`config.mk`:
```
export PLATFORM = sky130hd
export DESIGN_NAME = qspi_flash_top
export DESIGN_NICKNAME = d
export VERILOG_FILES = /design/src/common/qspi_pkg.sv /design/src/qspi_phy/qspi_shifter.sv /design/src/source/qspi_arbiter.sv /design/src/source/flash_read_sequencer.sv /design/src/source/qspi_flash_top.sv
export SDC_FILE = /design/constraint.sdc
export NUM_CORES = 1
export LEC_CHECK = 0
export ABC_AREA = 1
export BUFFER_PORTS_ARGS = -buffer_cell sky130_fd_sc_hd__buf_2
export CAP_MARGIN = 5
export CORE_MARGIN = 1.5
export CORE_UTILIZATION = 40
export DETAILED_ROUTE_END_ITERATION = 10
export PLACE_DENSITY_LB_ADDON = 0.05
export SETUP_SLACK_MARGIN = 0.15
export SLEW_MARGIN = 20
export SYNTH_ARGS = -nofsm -noshare
export SYNTH_HDL_FRONTEND = slang
export SYNTH_SLANG_ARGS = --single-unit
```
`constraint.sdc`:
```
create_clock -name clk -period 2.09 [get_ports clk]
set_input_delay 0 -clock clk [delete_from_list [all_inputs] [get_ports clk]]
set_output_delay 0 -clock clk [all_outputs]
set_load 0.02 [all_outputs]
```
`src/common/qspi_pkg.sv`:
```
`default_nettype none

package qspi_pkg;

	////////////////////////////////////////
	// Requester commands and FSM states

	typedef enum logic [0:0] {
		CMD_READ,
		CMD_QUAD_READ
	} flash_cmd_t;

	// Sequencer steps, one shifter byte per step
	typedef enum logic [2:0] {
		SEQ_IDLE,
		SEQ_OPCODE,
		SEQ_ADDR_HI,
		SEQ_ADDR_MID,
		SEQ_ADDR_LO,
		SEQ_DUMMY,
		SEQ_DATA,
		SEQ_ACK
	} seq_state_t;

	typedef enum logic [1:0] {
		ARB_IDLE,
		ARB_BUSY,
		ARB_RELEASE
	} arb_state_t;

	////////////////////////////////////////
	// Data types and flash constants

	typedef logic [23:0] flash_addr_t;
	typedef logic [7:0]  flash_byte_t;

	localparam flash_byte_t OPCODE_READ      = 8'h03;
	localparam flash_byte_t OPCODE_QUAD_READ = 8'h6b;

	// clk cycles per SCK half period are this value plus one
	localparam logic [14:0] SCK_HALF_CYCLES = 15'd2;

	// Minimum chip select high time between reads
	localparam int unsigned CS_IDLE_CYCLES = 4;

endpackage

`default_nettype wire

```
`src/qspi_phy/qspi_shifter.sv`:
```
`timescale 1ns/1ns
`default_nettype none

module qspi_shifter (
	input  wire                        clk,
	input  wire                        rst_n,

	// Byte requests from the sequencer
	input  wire                        shift_en,
	input  wire                        quad_shift_en,
	input  wire qspi_pkg::flash_byte_t tx_data,
	output logic                       shift_done,
	output qspi_pkg::flash_byte_t      rx_data,

	// Flash pins
	output logic                       qspi_sck,
	output logic [3:0]                 qspi_dq_out,
	output logic [3:0]                 qspi_dq_oe,
	input  wire  [3:0]                 qspi_dq_in
);
	import qspi_pkg::*;

	////////////////////////////////////////
	// Half period timing

	logic        active;
	logic        quad_active;
	logic [14:0] clk_count;
	logic        toggle;

	// One SCK edge every SCK_HALF_CYCLES+1 cycles while a byte runs
	assign toggle = active && (clk_count >= SCK_HALF_CYCLES);

	////////////////////////////////////////
	// Bit engine

	// Rising edges seen so far, in bits
	logic [3:0] bit_count;

	// Remaining tx bits after the first one went out at start
	logic [6:0] tx_shreg;
	logic [7:0] rx_shreg;

	// Byte is complete and stable by the time shift_done fires
	assign rx_data = rx_shreg;

	always_ff @(posedge clk or negedge rst_n) begin
		if (!rst_n) begin
			active      <= 1'b0;
			quad_active <= 1'b0;
			clk_count   <= '0;
			bit_count   <= '0;
			tx_shreg    <= '0;
			rx_shreg    <= '0;
			shift_done  <= 1'b0;
			qspi_sck    <= 1'b0;
			qspi_dq_out <= 4'b0000;
			qspi_dq_oe  <= 4'b0000;
		end else begin
			shift_done <= 1'b0;

			// Start an x1 byte, MSB goes out right away on DQ0
			if (shift_en) begin
				active      <= 1'b1;
				quad_active <= 1'b0;
				clk_count   <= '0;
				bit_count   <= '0;
				qspi_sck    <= 1'b0;
				qspi_dq_oe  <= 4'b0001;
				qspi_dq_out <= {3'b000, tx_data[7]};
				tx_shreg    <= tx_data[6:0];
			end

			// Start a quad receive byte, all lines released
			else if (quad_shift_en) begin
				active      <= 1'b1;
				quad_active <= 1'b1;
				clk_count   <= '0;
				bit_count   <= '0;
				qspi_sck    <= 1'b0;
				qspi_dq_oe  <= 4'b0000;
				qspi_dq_out <= 4'b0000;
				tx_shreg    <= '0;
			end

			else if (active) begin
				clk_count <= clk_count + 15'd1;

				if (toggle) begin
					clk_count <= '0;

					// Falling edge, put the next bit on DQ0
					if (qspi_sck) begin
						qspi_sck    <= 1'b0;
						qspi_dq_out <= {3'b000, tx_shreg[6]};
						tx_shreg    <= {tx_shreg[5:0], 1'b0};
					end

					// Closing half period is over
					else if (bit_count == 4'd8) begin
						active      <= 1'b0;
						quad_active <= 1'b0;
						shift_done  <= 1'b1;
					end

					// Rising edge, sample just before SCK goes high
					else begin
						qspi_sck <= 1'b1;
						if (quad_active) begin
							bit_count <= bit_count + 4'd4;
							rx_shreg  <= {rx_shreg[3:0], qspi_dq_in};
						end else begin
							bit_count <= bit_count + 4'd1;
							rx_shreg  <= {rx_shreg[6:0], qspi_dq_in[1]};
						end
					end
				end
			end
		end
	end

endmodule

`default_nettype wire

```
`src/source/qspi_arbiter.sv`:
```
`timescale 1ns/1ns
`default_nettype none

module qspi_arbiter (
	input  wire                        clk,
	input  wire                        rst_n,

	// Requester ports
	input  wire                        req0,
	input  wire                        req1,
	input  wire qspi_pkg::flash_cmd_t  cmd0,
	input  wire qspi_pkg::flash_cmd_t  cmd1,
	input  wire qspi_pkg::flash_addr_t addr0,
	input  wire qspi_pkg::flash_addr_t addr1,
	output logic                       ack0,
	output logic                       ack1,
	output qspi_pkg::flash_byte_t      rdata0,
	output qspi_pkg::flash_byte_t      rdata1,

	// Single request path to the sequencer
	output logic                       seq_req,
	output qspi_pkg::flash_cmd_t       seq_cmd,
	output qspi_pkg::flash_addr_t      seq_addr,
	input  wire                        seq_ack,
	input  wire qspi_pkg::flash_byte_t seq_rdata
);
	import qspi_pkg::*;

	arb_state_t state;

	// One-hot grant, zero while idle
	logic [1:0] grant;
	logic       last_served;
	logic       pick;
	logic       granted_req;

	// Port 1 wins a tie only when port 0 was served last
	assign pick        = (req0 && req1) ? !last_served : req1;
	assign granted_req = (grant[0] && req0) || (grant[1] && req1);

	// Request follows the granted port directly so ack drops one cycle after req
	assign seq_req = (state == ARB_BUSY) && granted_req;

	// Response goes to the granted port only
	assign ack0   = seq_ack && grant[0];
	assign ack1   = seq_ack && grant[1];
	assign rdata0 = grant[0] ? seq_rdata : '0;
	assign rdata1 = grant[1] ? seq_rdata : '0;

	always_ff @(posedge clk or negedge rst_n) begin
		if (!rst_n) begin
			state       <= ARB_IDLE;
			grant       <= 2'b00;
			last_served <= 1'b1;
		end else begin
			case (state)
				ARB_IDLE: if (req0 || req1) begin
					grant       <= pick ? 2'b10 : 2'b01;
					last_served <= pick;
					state       <= ARB_BUSY;
				end
				ARB_BUSY: if (!granted_req) state <= ARB_RELEASE;
				ARB_RELEASE: if (!seq_ack) begin
					grant <= 2'b00;
					state <= ARB_IDLE;
				end
				default: state <= ARB_IDLE;
			endcase
		end
	end

	// Command and address captured at grant, held for the whole read
	always_ff @(posedge clk) begin
		if (state == ARB_IDLE && (req0 || req1)) begin
			seq_cmd  <= pick ? cmd1 : cmd0;
			seq_addr <= pick ? addr1 : addr0;
		end
	end

endmodule

`default_nettype wire

```
`src/source/flash_read_sequencer.sv`:
```
`timescale 1ns/1ns
`default_nettype none

module flash_read_sequencer (
	input  wire                        clk,
	input  wire                        rst_n,

	// Request path from the arbiter
	input  wire                        seq_req,
	input  wire qspi_pkg::flash_cmd_t  seq_cmd,
	input  wire qspi_pkg::flash_addr_t seq_addr,
	output logic                       seq_ack,
	output qspi_pkg::flash_byte_t      seq_rdata,

	// Chip select to the pin
	output logic                       qspi_cs_n,

	// Byte strobes to the shifter
	output logic                       shift_en,
	output logic                       quad_shift_en,
	output qspi_pkg::flash_byte_t      tx_data,
	input  wire                        shift_done,
	input  wire qspi_pkg::flash_byte_t rx_data
);
	import qspi_pkg::*;

	seq_state_t state;
	logic [2:0] idle_count;
	logic       idle_ok;
	logic       is_quad;

	assign idle_ok = (idle_count >= 3'(CS_IDLE_CYCLES));
	assign is_quad = (seq_cmd == CMD_QUAD_READ);

	////////////////////////////////////////
	// Chip select idle time

	// Counts up while cs_n is high, saturates once the gap is long enough
	always_ff @(posedge clk or negedge rst_n) begin
		if (!rst_n) begin
			idle_count <= '0;
		end else if (!qspi_cs_n) begin
			idle_count <= '0;
		end else if (!idle_ok) begin
			idle_count <= idle_count + 3'd1;
		end
	end

	////////////////////////////////////////
	// Byte framing

	// Strobe goes out on entry to a state, so tx_data follows the state
	always_comb begin
		case (state)
			SEQ_OPCODE:   tx_data = is_quad ? OPCODE_QUAD_READ : OPCODE_READ;
			SEQ_ADDR_HI:  tx_data = seq_addr[23:16];
			SEQ_ADDR_MID: tx_data = seq_addr[15:8];
			SEQ_ADDR_LO:  tx_data = seq_addr[7:0];
			default:      tx_data = '0;
		endcase
	end

	always_ff @(posedge clk or negedge rst_n) begin
		if (!rst_n) begin
			state         <= SEQ_IDLE;
			seq_ack       <= 1'b0;
			qspi_cs_n     <= 1'b1;
			shift_en      <= 1'b0;
			quad_shift_en <= 1'b0;
		end else begin
			shift_en      <= 1'b0;
			quad_shift_en <= 1'b0;
			case (state)
				// Open the frame and send the opcode
				SEQ_IDLE: if (seq_req && idle_ok) begin
					qspi_cs_n <= 1'b0;
					shift_en  <= 1'b1;
					state     <= SEQ_OPCODE;
				end
				SEQ_OPCODE: if (shift_done) begin
					shift_en <= 1'b1;
					state    <= SEQ_ADDR_HI;
				end
				SEQ_ADDR_HI: if (shift_done) begin
					shift_en <= 1'b1;
					state    <= SEQ_ADDR_MID;
				end
				SEQ_ADDR_MID: if (shift_done) begin
					shift_en <= 1'b1;
					state    <= SEQ_ADDR_LO;
				end
				// Quad read needs 8 dummy clocks, done as one zero byte
				SEQ_ADDR_LO: if (shift_done) begin
					shift_en <= 1'b1;
					state    <= is_quad ? SEQ_DUMMY : SEQ_DATA;
				end
				SEQ_DUMMY: if (shift_done) begin
					quad_shift_en <= 1'b1;
					state         <= SEQ_DATA;
				end
				SEQ_DATA: if (shift_done) begin
					qspi_cs_n <= 1'b1;
					state     <= SEQ_ACK;
				end
				// Ack one cycle after cs_n rises, hold it until req drops
				SEQ_ACK: begin
					if (!seq_ack) begin
						seq_ack <= 1'b1;
					end else if (!seq_req) begin
						seq_ack <= 1'b0;
						state   <= SEQ_IDLE;
					end
				end
				default: state <= SEQ_IDLE;
			endcase
		end
	end

	// Read byte, valid from the ack onward
	always_ff @(posedge clk) begin
		if (state == SEQ_DATA && shift_done) seq_rdata <= rx_data;
	end

endmodule

`default_nettype wire

```
`src/source/qspi_flash_top.sv`:
```
`timescale 1ns/1ns
`default_nettype none

module qspi_flash_top (
	input  wire                        clk,
	input  wire                        rst_n,

	// Requester port 0
	input  wire                        req0,
	input  wire qspi_pkg::flash_cmd_t  cmd0,
	input  wire qspi_pkg::flash_addr_t addr0,
	output logic                       ack0,
	output qspi_pkg::flash_byte_t      rdata0,

	// Requester port 1
	input  wire                        req1,
	input  wire qspi_pkg::flash_cmd_t  cmd1,
	input  wire qspi_pkg::flash_addr_t addr1,
	output logic                       ack1,
	output qspi_pkg::flash_byte_t      rdata1,

	// Flash pins
	output logic                       qspi_sck,
	output logic                       qspi_cs_n,
	output logic [3:0]                 qspi_dq_out,
	output logic [3:0]                 qspi_dq_oe,
	input  wire  [3:0]                 qspi_dq_in
);
	import qspi_pkg::*;

	// Arbiter to sequencer
	logic        seq_req;
	flash_cmd_t  seq_cmd;
	flash_addr_t seq_addr;
	logic        seq_ack;
	flash_byte_t seq_rdata;

	// Sequencer to shifter
	logic        shift_en;
	logic        quad_shift_en;
	logic        shift_done;
	flash_byte_t tx_data;
	flash_byte_t rx_data;

	qspi_arbiter arbiter_i (
		.clk, .rst_n, .req0, .req1, .cmd0, .cmd1, .addr0, .addr1,
		.ack0, .ack1, .rdata0, .rdata1, .seq_req, .seq_cmd, .seq_addr,
		.seq_ack, .seq_rdata
	);

	flash_read_sequencer sequencer_i (
		.clk, .rst_n, .seq_req, .seq_cmd, .seq_addr, .seq_ack, .seq_rdata,
		.qspi_cs_n, .shift_en, .quad_shift_en, .tx_data, .shift_done, .rx_data
	);

	qspi_shifter shifter_i (
		.clk, .rst_n, .shift_en, .quad_shift_en, .tx_data, .shift_done, .rx_data,
		.qspi_sck, .qspi_dq_out, .qspi_dq_oe, .qspi_dq_in
	);

endmodule

`default_nettype wire

```
==> Word level (Yosys, flattened, before mapping) <==
Index checks and enable logic that the tools add are counted.
{ "totals": {"out_inout_bits": 28, "ff_bits": 94, "latchBits": 0, "memories": 0, "mem_bits_ro": 0, "ramBits": 0, "input_bits": 58} }
{ "classes": {"n_div": 0, "multipliers": 0, "eq_ne": 25, "order_cmp": 2, "reduce_logical": 33, "n_bitwise": 4, "add_sub_neg": 4, "shift": 0, "muxes": 83} }
{ "ops": {"columns": ["cell", "n"], "rows": [
  ["2-to-1 mux 15 bit", 4],
  ["2-to-1 mux 4 bit", 14],
  ["2-to-1 mux 7 bit", 6],
  ["2-to-1 mux 3 bit", 11],
  ["2-to-1 mux 1 bit", 32],
  ["case mux 8 bit (4 select lines)", 1],
  ["2-to-1 mux 24 bit", 1],
  ["2-to-1 mux 8 bit", 3],
  ["case mux 3 bit (8 select lines)", 1],
  ["inequality test 2 x 1 -> 1 bit (second input constant)", 9],
  ["adder 15 x 1 -> 15 bit (second input constant)", 1],
  ["greater-or-equal comparator 15 x 2 -> 1 bit (second input constant)", 1],
  ["== test 3 bit (second input constant)", 4],
  ["2-to-1 mux 2 bit", 6],
  ["AND reduction 3 bit", 4],
  ["nonzero test 3 bit", 4],
  ["logical AND 1 bit", 10],
  ["AND reduction 9 bit", 1],
  ["inequality test 2 bit (second input constant)", 4],
  ["AND reduction 4 bit", 2],
  ["== test 3 x 2 -> 1 bit (second input constant)", 2],
  ["inequality test 3 bit (second input constant)", 2],
  ["case mux 2 bit (3 select lines)", 1],
  ["AND reduction 6 bit", 1],
  ["18 further kinds", 26]
]} }

==> Depth between registers and ports, before layout <==
Gate-level depths: netlist of run 1.
{ "depth": {"depth_word": 8, "mapped_depth": 11} }

==> By module <==
Synthesis of run 1 repeated with hierarchy kept, for this count alone.
{ "hier_totals": {"hier_cells": 532, "hier_area_um2": 4431.8} }
{ "by_module_without_submodules": {"columns": ["mod", "cells_per_inst", "seq_area_each_um2", "n_inst", "area_per_inst_um2"], "rows": [
  ["qspi_shifter", 242, 1001.0, 1, 2024.4],
  ["qspi_arbiter", 177, 877.1, 1, 1471.4],
  ["flash_read_sequencer", 113, 491.7, 1, 935.9]
]} }

==> Worst setup path before layout of run 1 <==
Ideal clock, no wire load.
{ "synth_path": {"path_type": "reg2reg", "start": "register arbiter_i.state[0]", "end": "register arbiter_i.last_served", "slack_ns": -0.141, "setup_time_ns": 0.082, "period_less_slack_ns": 2.231, "arrival_ns": 2.148, "stages_incl_launch_ff": 6, "t_required_ns": 2.008, "path_cell_list": "dfrtp_1 nor2_1 inv_1 nor2_1 inv_1 o21ai_0"} }
{ "synth_between": {"elab_chain_cells": 2} }
{ "synth_lines": {"columns": ["element", "line_no", "source"], "rows": [
  ["start, declared", "qspi_arbiter.sv:29", "arb_state_t state;"],
  ["start signal, assigned", "qspi_arbiter.sv:52", "state <= ARB_IDLE;"],
  ["start signal, assigned", "qspi_arbiter.sv:60", "state <= ARB_BUSY;"],
  ["start signal, assigned", "qspi_arbiter.sv:62", "ARB_BUSY: if (!granted_req) state <= ARB_RELEASE;"],
  ["zero test 2 bit", "qspi_arbiter.sv:56", "case (state)"],
  ["AND reduction 2 bit (no source line)", null, null],
  ["end signal, assigned", "qspi_arbiter.sv:59", "last_served <= pick;"],
  ["end, declared", "qspi_arbiter.sv:33", "logic last_served;"]
]} }
No other way between the ends.
A chain may end at the register's enable or synchronous reset.

==> Worst setup path after layout of run 1 <==
{ "layout_path": {"start": "register arbiter_i.last_served", "end": "register arbiter_i.seq_addr[16] (data pin)"} }
{ "layout_between": {"elab_chain_cells": 3} }
{ "layout_lines": {"columns": ["element", "line_no", "source"], "rows": [
  ["zero test 1 bit", "qspi_arbiter.sv:38", "assign pick = (req0 && req1) ? !last_served : req1;"],
  ["2-to-1 mux 1 bit", "qspi_arbiter.sv:38", null],
  ["2-to-1 mux 24 bit", "qspi_arbiter.sv:76", "seq_addr <= pick ? addr1 : addr0;"],
  ["end signal, assigned", "qspi_arbiter.sv:76", null],
  ["end, declared", "qspi_arbiter.sv:23", "output qspi_pkg::flash_addr_t seq_addr,"]
]} }
No other way between the ends.

==> qor.csv, run 1 <==
stage,metric,value,unit
run_status,status,finished clean,
yosys,avgSynthCellArea,8.03,µm²
sta,worst_slack,0.277,ns
floorplan,die-width,107,µm
power,p_leak,2.99,nW
grt,antenna_found_initial,0,
routing,wirelength_met1,4150,µm
floorplan,initial_core_util,41.7,%
floorplan,die-area,11500,µm²
yosys,synth_top_cell_area_share,30.5,%
power,switching_power,2.32,mW
placement,dpl.hpwl,6310,µm
routing,wl_per_cell,11.0,µm
routing,drt-initial-drc-count,168,
grt,grt_pass1_wl,16200,µm
power,power.density,1100,nW/µm²
sta,drv_slew,0,
cells_and_area,synthToLayoutAreaGrowth,30.9,%
cts,cts_tree,built,
routing,antenna_left,0,
cells_and_area,antenna_cells,0,
cells_and_area,final_cell_mix,"nand2_1, buf_2, dlygate4sd3_1",
grt,grt_pass1_vias,3691,
cells_and_area,design_area,5680,µm²
grt,grt_start_max_net_pins,31,
yosys,synth_top_area_cell,dfrtp_1,
placement,place_inst,748,
sta,skew,0.00904,ns
power,p_int,3.95,mW
cts,worstSkewPairLatency,0.36,ns
cells_and_area,multi_input_area,1660,µm²
cells_and_area,postLayoutCoreUtil,54.6,%
cts,cts.sinks,88,
yosys,yosysUniqueCellTypes,34,
critical_path,start_kind,flop,
routing,route.met3.wl,386,µm
yosys,syn-cell-area,4340,µm²
sta,worst_pin_slew,0.636,ns
critical_path,reg2reg_from,arbiter_i.last_served,
critical_path,critPathMaxFanout,26,
min_path,hp-class,in2reg,
cts,numCtsBuffers,9,
sta,finalSetupTns,0,ns
cells_and_area,nFillCells,980,
yosys,synth.area.top_cells,"dfrtp_1, edfxtp_1, nand2_1",
placement,routabilityCongestion,0.882,
cells_and_area,fin_cells,820,
placement,io_buffers,79,
critical_path,worstPathRequired,2.21,ns
cells_and_area,final_common_cell,nand2_1,
placement,dp_slack,0.406,ns
cts,cts.htree.levels,3,
sta,rsz0062_at_grt,false,
yosys,yosysWarningCount,0,
cells_and_area,final_nets,743,
floorplan,std_cell_rows,37,
yosys,syn_inst,541,
critical_path,critical_path_class,reg2reg,
cts,cts.clk_slew.worst_paths,0.09,ns
sta,clock.fmax,0.551,GHz
min_path,hold_start,req0,
sta,hold_viol_final,0,
routing,via_count,3723,
yosys,ys_seq_elements,88,
power,vdd_drop_max,0.000378,V
grt,overflow,0,
floorplan,ioPinCount,86,
power,switching_share,37.1,%
cells_and_area,seq_area,2370,µm²
routing,drc,0,
grt,gr-usage-all-layers,17.7,%
power,design_power_total,6.27,mW
routing,dr_wl_met2,4250,µm
critical_path,startpoint,arbiter_i.last_served,
critical_path,end_kind,flop,
power,clkPwrFrac,22.0,%
sta,whs,0.0203,ns
placement,dpl_cell_area,4870,µm²
power,combPwrFrac,34.5,%
cts,root_buffer,clkbuf_8,
yosys,yosysSeqAreaShare,54.6,%
sta,min_period,1.81,ns
routing,vias_per_cell,4.54,
sta,slew_headroom,57.6,%
sta,period_share,86.8,%
floorplan,fp.dieH,107,µm
routing,highest-signal-layer,met4,
critical_path,cp_data_arrival_time,1.93,ns
routing,routed_wl,9030,µm
run,maxCapViolations,0,
sta,setup_viol,0,
cts,clock_path_buffers,2,
routing,first_pass_iters,4,
floorplan,coreArea,10400,µm²
power,seqPwrFrac,43.5,%
cells_and_area,drive_above_1_share,17.7,%
cts,post-cts-setup-buffers,0,
-- sequential cells by signal, summed over array words and instances, names as in the netlist, 2 cells and up --
name / cells
sequencer_i.idle_count: 3
sequencer_i.seq_rdata: 8
shifter_i.tx_shreg: 7
arbiter_i.grant: 2
arbiter_i.state: 2
sequencer_i.state: 3
shifter_i.bit_count: 4
shifter_i.rx_data: 8
shifter_i.clk_count: 15
arbiter_i.seq_addr: 24
-- metal layers --
layer | track usage, % | up-vias
li1 | - | 1943
met1 | 21.9 | 1659
met2 | 30.1 | 99
met3 | 2.86 | 22
met4 | 8.76 | 0
met5 | 0 | -
-- path summary, 6_finish.rpt --
check / endpoint / slack [ns] / depth (start not counted)
min in group asynchronous: shifter_i.rx_data[2] / 0.19 / 2
max in group asynchronous: shifter_i.tx_shreg[4] / 1.31 / 3
min: arbiter_i.state[1] / 0.02 / 4
min reg2reg: sequencer_i.seq_rdata[7] / 0.47 / 0
max reg2reg: arbiter_i.seq_addr[16] / 0.28 / 7
max: arbiter_i.seq_addr[16] / 0.28 / 7
-- critical path, cell delays in order, from the launching register on --
cell           delay, ns
dfstp_2             0.53
nand2_1             0.06
nand2_2             0.06
clkinv_1            0.07
buf_6               0.17
nand2_1             0.08
nand2_1             0.05
dlygate4sd3_1       0.55
-- cell usage after synthesis (all sizes together) --
master / n
dfrtp: 53
o211ai: 2
edfxtp: 33
nand3: 22
ha: 6
conb: 1
o21ai: 29
a31oi: 1
dfstp: 2
nor3: 3
nand2: 255
xnor2: 1
o31ai: 1
clkinv: 1
o21bai: 1
nand3b: 1
clkbuf: 6
nor2: 40
a21oi: 6
buf: 13
nand4: 3
inv: 59
and3: 1
o21a: 1
-- cell families (layout without fill, tap and decap cells) --
family,after synthesis,in the layout,share of synthesized area [%]
buffers and inverters,79,217,7.89
XOR/XNOR,1,1,0.202
other,1,6,0.0863
flip-flops,88,88,54.6
adder cells (fa/ha/maj),6,6,1.73
AND/OR/NAND/NOR,325,325,30.5
AO/OA/AOI/OAI,41,41,5.04
-- power by group through the flow --
stage          combinational [mW]  clock, mW  sequential [mW]
3_3_place_gp                 2.00          0             2.76
5_1_grt                      2.51       1.48             2.81
2_1_floorplan                1.56          0             2.64
4_1_cts                      2.17       1.42             2.74
3_5_place_dp                 2.02          0             2.77
6_report                     2.16       1.38             2.73
-- what timing repair did --
item	in CTS	in global routing
resized for setup	0	2
hold endpoints to repair	52	0
hold buffers	56	0
setup endpoints to repair	0	9
-- area by class of cell --
| class | count | share of cell area, % |
|---|---|---|
| Clock buffer | 14 | 3.63 |
| Clock inverter | 2 | 0.682 |
| Inverter | 60 | 3.96 |
| Multi-Input combinational cell | 379 | 29.1 |
| Sequential cell | 88 | 41.7 |
| Tap cell | 136 | 2.99 |
| Timing Repair Buffer | 141 | 17.9 |
Power figures use the tool's default switching activity.
==> run 2: changes to the inputs <==
--- a/config.mk
+++ b/config.mk
@@ -5,10 +5,9 @@
 export SDC_FILE = /design/constraint.sdc
 export NUM_CORES = 1
 export LEC_CHECK = 0
-export ABC_AREA = 1
 export BUFFER_PORTS_ARGS = -buffer_cell sky130_fd_sc_hd__buf_2
 export CAP_MARGIN = 5
-export CORE_MARGIN = 1.5
+export CORE_MARGIN = 2
 export CORE_UTILIZATION = 40
 export DETAILED_ROUTE_END_ITERATION = 10
 export PLACE_DENSITY_LB_ADDON = 0.05
==> run 2 against run 1 <==
Net effect: global-route usage is 0.67 points lower; final area is 1.2% higher; register-to-register slack hardly changed; worst hold slack worse by 0.0086 ns; critical path type unchanged; highest routed layer unchanged; clock-buffer cell count is 5 lower; clock power is 22% lower; clock skew is 0.00086 ns higher; routed wire length is 5.6% higher.
==> qor.csv, run 2 <==
stage,metric,value,unit,change
yosys,yosysWarningCount,0,,unchanged
critical_path,reg2reg_to,shifter_i.rx_data[6],,
critical_path,end_kind,flop,,
min_path,hp-class,in2reg,,
yosys,async_flop_share,62.5,%,unchanged
cells_and_area,antenna_cells,0,,unchanged
critical_path,r2r_setup_slack,0.28,ns,about the same
sta,hold_viol_final,0,,unchanged
floorplan,coreArea,10900,µm²,+4.5%
routing,antenna_left,0,,unchanged
power,design_power_total,4.19,mW,-33%
yosys,yosysSeqAreaShare,52.9,%,-1.7 points
yosys,yosysUniqueCellTypes,64,,+88%
yosys,synth_top_area_cell,dfrtp_1,,
grt,use_met2,26.5,%,-3.6 points
min_path,whs_endpoint,shifter_i.rx_data[2],,
placement,io_buffers,79,,unchanged
cells_and_area,top_regs,"arbiter_i.seq_addr x24, shifter_i.clk_count x15",,
yosys,synth_edf_count,33,,unchanged
cells_and_area,regMostFlops,arbiter_i.seq_addr,,
cells_and_area,final_cell_mix,"buf_2, dfrtp_1, dlygate4sd3_1",,
grt,grt_use_met3,4.51,%,+1.6 points
cells_and_area,postLayoutCoreUtil,52.8,%,-1.7 points
floorplan,die-area,12100,µm²,+5.0%
sta,min_period,1.81,ns,-0.00797 ns
routing,wl_per_cell,14.5,µm,+32%
grt,grt_pass1_wl,16200,µm,+0.17%
yosys,synthTopCellsByCount,"dfrtp_1, mux2_2, edfxtp_1",,
run,maxCapViolations,0,,unchanged
cts,root_buffer,clkbuf_8,,
floorplan,die-width,110,µm,+2.5%
cts,cts.htree.levels,3,,unchanged
routing,via_count,3247,,-13%
sta,whs,0.0117,ns,-0.00864 ns
cells_and_area,synthToLayoutAreaGrowth,28.3,%,
critical_path,reg2reg_from,shifter_i.clk_count[0],,
routing,drc,0,,unchanged
floorplan,std_cell_rows,38,,+2.7%
sta,drv_slew,0,,unchanged
cts,cts.sinks,88,,unchanged
critical_path,start_kind,flop,,
grt,gr-usage-all-layers,17.1,%,-0.67 points
cts,worstSkewPairLatency,0.35,ns,about the same
power,power.density,729,nW/µm²,-34%
yosys,avgSynthCellArea,11.9,µm²,+48%
sta,worst_slack,0.285,ns,+0.00797 ns
grt,grt_pass1_vias,3222,,-13%
sta,setup_viol,0,,unchanged
floorplan,fp.dieH,110,µm,+2.5%
yosys,syn-cell-area,4480,µm²,+3.2%
routing,routed_wl,9530,µm,+5.6%
critical_path,critPathMaxFanout,8,,-69%
routing,first_pass_iters,4,,unchanged
sta,worst_pin_slew,0.710,ns,+0.0742 ns
grt,top_usage_layer,met2,,
critical_path,worstPathRequired,2.33,ns,+0.12 ns
grt,antenna_found_initial,0,,unchanged
routing,drt-initial-drc-count,171,,+1.8%
power,p_leak,2.46,nW,-18%
yosys,synth_top_cell_area_share,29.6,%,-0.95 points
cells_and_area,drive_above_1_share,32.8,%,+15 points
sta,slew_headroom,52.6,%,-4.9 points
grt,overflow,0,,unchanged
cells_and_area,largest_reg_flops,24,,unchanged
yosys,synth.most_common_cell,dfrtp_1,,
sta,clock.fmax,0.554,GHz,+0.44%
floorplan,initial_core_util,41.2,%,-0.53 points
critical_path,r2r_cells,6,,-1
floorplan,ioPinCount,86,,unchanged
cts,cts.clk_slew.worst_paths,0.09,ns,about the same
yosys,synthFlopType,dfrtp_1,,
cells_and_area,final_nets,575,,-23%
routing,vias_per_cell,4.95,,+9.0%
run_status,status,finished clean,,
critical_path,critical_path_class,reg2reg,,
yosys,syn_inst,376,,-30%
sta,skew,0.00990,ns,+0.000861 ns
critical_path,cp_data_arrival_time,2.04,ns,+0.11 ns
yosys,synth.area.top_cells,"dfrtp_1, edfxtp_1, mux2_2",,
grt,use_met1,24.1,%,+2.2 points
placement,dpl.hpwl,5960,µm,-5.6%
cells_and_area,final_common_cell,buf_2,,
power,vdd_drop_max,0.000698,V,+85%
cts,cts_tree,built,,
sta,finalSetupTns,0,ns,unchanged
cts,numCtsBuffers,9,,unchanged
yosys,ys_seq_elements,88,,unchanged
grt,grt_start_max_net_pins,56,,+81%
sta,period_share,86.4,%,-0.38 points
min_path,hold_depth,3,,-1
sta,rsz0062_at_grt,true,,
placement,routabilityCongestion,0.786,,-11%
min_path,hold_start,qspi_dq_in[2],,
cts,clock_path_buffers,2,,unchanged
placement,dp_slack,0.262,ns,-0.144 ns
[run 2: changes by cell type in the layout (fill, tap and decap cells not counted), sizes merged, moves of 13 or more]
cell,change
mux2,+45
nor2,-17
and2,+26
nand2,-237
inv,-48
o21ai,-13
[run 2: power by group]
part	switching (mW)	total, mW	internal, mW
clock	0.639	1.08	0.442
combinational	0.488	0.915	0.427
sequential	0.132	2.20	2.07
total	1.26	4.19	2.94
[run 2: layout make-up]
cell class / instances / area [µm²]
Clock buffer: 9 / 124
Clock inverter: 7 / 55.1
Fill cell: 953 / 5140
Inverter: 10 / 37.5
Multi-Input combinational cell: 258 / 1970
Sequential cell: 88 / 2370
Tap cell: 140 / 175
Timing Repair Buffer: 144 / 1020
[run 2: worst max-delay path by stage]
stage                                start                 endpoint  slack, ns  cells after the start
floorplan               arbiter_i.state[0]    arbiter_i.seq_addr[0]       0.18                      1
global placement    shifter_i.clk_count[0]     shifter_i.rx_data[7]       0.32                      6
detailed placement  shifter_i.clk_count[0]     shifter_i.rx_data[5]       0.26                      6
CTS                 shifter_i.clk_count[0]     shifter_i.rx_data[6]       0.24                      6
global route        shifter_i.clk_count[0]  shifter_i.clk_count[10]       0.14                      7
finish              shifter_i.clk_count[0]     shifter_i.rx_data[6]       0.28                      6
[run 2: kinds of logic (layout without fill, tap and decap cells)]
family                   after synthesis  after routing  synth area share (%)
AND/OR/NAND/NOR                      113            113                  15.3
flip-flops                            88             88                  52.9
AO/OA/AOI/OAI                         80             80                  13.1
multiplexers                          49             49                  12.5
buffers and inverters                 35            170                  3.74
adder cells (fa/ha/maj)                6              6                  1.67
XOR/XNOR                               4              4                 0.782
other                                  1              6                0.0837
[run 2: timing repair]
item	CTS	global route
setup buffers	0	2
hold buffers	53	0
resized for setup	0	0
endpoints found under the hold margin	79	0
setup endpoints to repair	0	9
[run 2: per-stage QoR]
| stage | instances | cell area, µm² |
|---|---|---|
| after global routing | 656 | 5750 |
| after global placement | 585 | 5030 |
| after floorplan | 381 | 4510 |
| after detailed placement | 585 | 5030 |
| final | 656 | 5750 |
| after CTS | 654 | 5740 |
[run 2: worst max-delay path: stages, from the launching register on]
cell and delay [ns]:
dfrtp_1 0.40, inv_1 0.07, ha_1 0.23, nor4_4 0.22
a41oi_4 0.22, nand3_4 0.20, mux2_2 0.35
[run 2: routing by layer]
| layer | vias to the layer above | routed length (µm) |
|---|---|---|
| li1 | 1636 | - |
| met1 | 1526 | 4660 |
| met2 | 79 | 4370 |
| met3 | 6 | 416 |
| met4 | 0 | 80 |
| met5 | - | 0 |
==> run 3: changes to the inputs <==
--- a/config.mk
+++ b/config.mk
@@ -7,8 +7,8 @@
 export LEC_CHECK = 0
 export BUFFER_PORTS_ARGS = -buffer_cell sky130_fd_sc_hd__buf_2
 export CAP_MARGIN = 5
-export CORE_MARGIN = 2
 export CORE_UTILIZATION = 40
+export CTS_CLUSTER_DIAMETER = 150
 export DETAILED_ROUTE_END_ITERATION = 10
 export PLACE_DENSITY_LB_ADDON = 0.05
 export SETUP_SLACK_MARGIN = 0.15
==> constraint.sdc (replaced) <==
create_clock -name clk -period 2.09 [get_ports clk]
set_input_delay 0.1045 -clock clk [delete_from_list [all_inputs] [get_ports clk]]
set_output_delay 0.1045 -clock clk [all_outputs]
set_load 0.02 [all_outputs]
==> run 3 against run 2 <==
Net effect: global-route usage decreased by 1.3 points; core utilization decreased by 4.3 points; flip-flop and latch count unchanged; sequential power about the same; final cell count decreased by 7.8%; routed wire length decreased by 11%; clock-buffer cell count increased by 1; setup slack got worse by 0.0050 ns; combinational power decreased by 10%; die area decreased by 3.6%; final area decreased by 8.1%; sequential share of layout area increased by 3.6 points; largest power group unchanged.
==> qor.csv, run 3 (synthesis gave the netlist of run 2 again) <==
stage,metric,value,unit,change
cts,cts.clk_slew.worst_paths,0.09,ns,about the same
sta,hold_viol_final,0,,unchanged
placement,dpl.hpwl,6090,µm,+2.1%
critical_path,start_kind,flop,,
cts,cts.htree.levels,3,,unchanged
sta,finalSetupTns,0,ns,unchanged
run,maxCapViolations,0,,unchanged
sta,clock.fmax,0.552,GHz,-0.27%
placement,routabilityCongestion,0.782,,-0.46%
sta,setup_viol,0,,unchanged
cts,root_buffer,clkbuf_8,,
sta,slew_headroom,56.2,%,+3.6 points
placement,io_buffers,79,,unchanged
power,combPwrFrac,19.1,%,-2.7 points
routing,vias_per_cell,5.09,,+2.9%
critical_path,critPathMaxFanout,8,,unchanged
routing,via_count,3082,,-5.1%
placement,place_inst,585,,unchanged
routing,drt-initial-drc-count,116,,-32%
power,seqPwrFrac,51.1,%,-1.3 points
routing,antenna_left,0,,unchanged
power,p_int,3.09,mW,+5.2%
floorplan,ioPinCount,86,,unchanged
sta,rsz0062_at_grt,false,,
floorplan,std_cell_rows,38,,unchanged
power,vdd_drop_max,0.000678,V,-2.8%
power,switching_share,28.0,%,-2.0 points
cells_and_area,top_regs,"arbiter_i.seq_addr x24, shifter_i.clk_count x15",,
power,switching_power,1.20,mW,-4.8%
routing,drc,0,,unchanged
sta,period_share,86.6,%,+0.24 points
grt,grt_pass1_vias,2934,,-8.9%
cells_and_area,postLayoutCoreUtil,48.6,%,-4.3 points
run_status,status,finished clean,,
critical_path,cp_data_arrival_time,2.05,ns,about the same
cells_and_area,fin_cells,605,,-7.8%
critical_path,worstPathRequired,2.33,ns,about the same
cts,cts.sinks,88,,unchanged
grt,antenna_found_initial,0,,unchanged
floorplan,die-width,108,µm,-1.8%
power,clkPwrFrac,29.8,%,+4.0 points
grt,overflow,0,,unchanged
floorplan,coreArea,10900,µm²,unchanged
sta,drv_slew,0,,unchanged
cells_and_area,final_nets,524,,-8.9%
sta,worst_pin_slew,0.657,ns,-0.0538 ns
cells_and_area,final_cell_mix,"buf_2, dfrtp_1, mux2_2",,
power,p_leak,2.26,nW,-7.9%
power,power.density,811,nW/µm²,+11%
critical_path,critical_path_class,reg2reg,,
cts,cts_tree,built,,
grt,grt_start_max_net_pins,31,,-45%
min_path,hp-class,in2reg,,
cells_and_area,synthToLayoutAreaGrowth,18.0,%,
power,design_power_total,4.29,mW,+2.2%
floorplan,initial_core_util,41.2,%,unchanged
cts,worstSkewPairLatency,0.35,ns,about the same
critical_path,end_kind,flop,,
floorplan,fp.dieH,108,µm,-1.8%
routing,first_pass_iters,4,,unchanged
cells_and_area,regMostFlops,arbiter_i.seq_addr,,
grt,gr-usage-all-layers,15.7,%,-1.3 points
cells_and_area,largest_reg_flops,24,,unchanged
cells_and_area,final_common_cell,buf_2,,
cts,clock_path_buffers,2,,unchanged
sta,min_period,1.81,ns,+0.00497 ns
floorplan,die-area,11600,µm²,-3.6%
sta,skew,0.00947,ns,-0.000432 ns
cells_and_area,antenna_cells,0,,unchanged
routing,routed_wl,8510,µm,-11%
cts,numCtsBuffers,9,,unchanged
cells_and_area,drive_above_1_share,35.9,%,+3.2 points
grt,grt_pass1_wl,14300,µm,-12%
routing,wl_per_cell,14.1,µm,-3.2%
run 3: cell types whose count changed in the layout (fill, tap and decap cells not counted), sizes merged:
cell,delta
dlygate4sd3,-51
inv,-2
clkinv,-1
clkbuf,+1
bufinv,+2
run 3: final timing paths:
path                                        startpoint                        to  slack [ns]  cells past startpoint
worst max-delay path            shifter_i.clk_count[0]      shifter_i.rx_data[6]        0.28                      6
worst min-delay path                              req1     arbiter_i.last_served        0.03                      3
worst max register to register  shifter_i.clk_count[0]      shifter_i.rx_data[6]        0.28                      6
worst min register to register    shifter_i.rx_data[7]  sequencer_i.seq_rdata[7]        0.45                      0
max in group asynchronous                        rst_n     sequencer_i.qspi_cs_n        1.13                      3
min in group asynchronous                        rst_n      shifter_i.rx_data[4]        0.30                      2
run 3: through the flow:
step	instance area [µm²]	worst slack [ns]	hold slack, ns
after global routing	5290	0.168	0.0228
final	5290	0.280	0.0333
after global placement	5040	0.320	0.175
after floorplan	4510	0.179	-0.191
after CTS	5270	0.236	0.00969
after detailed placement	5040	0.245	0.172
run 3: area by class of cell:
cell class                 instances  area, µm²
fill                            1019       5600
sequential                        88       2370
multi-input combinational        258       1970
timing repair buffer              93        518
tap                              140        175
clock buffer                      10        128
clock inverter                     6       83.8
inverter                          10       37.5
run 3: layer usage:
layer,up-vias,global-route usage [%],routed length [µm]
li1,1538,-,-
met1,1469,22.0,4250
met2,69,24.1,3850
met3,6,4.24,328
met4,0,4.11,74
met5,-,0,0
run 3: timing repair:
item	4_1_cts	5_1_grt
gates resized for setup	0	0
setup buffers	0	2
hold buffers	2	0
hold endpoints to repair	26	0
setup endpoints to repair	0	7
run 3: power by group through the flow:
stage / combinational, mW / clock [mW] / sequential, mW
final: 0.820 / 1.28 / 2.19
after CTS: 0.838 / 1.31 / 2.20
after detailed placement: 0.830 / 0 / 2.23
after floorplan: 0.578 / 0 / 2.18
after global routing: 0.915 / 1.39 / 2.22
after global placement: 0.824 / 0 / 2.23
run 3: critical path, cell delays in order, from the launching register on:
cell and delay [ns]:
dfrtp_1 0.40, inv_1 0.07, ha_1 0.23, nor4_4 0.22, a41oi_4 0.22, nand3_4 0.20
mux2_2 0.35
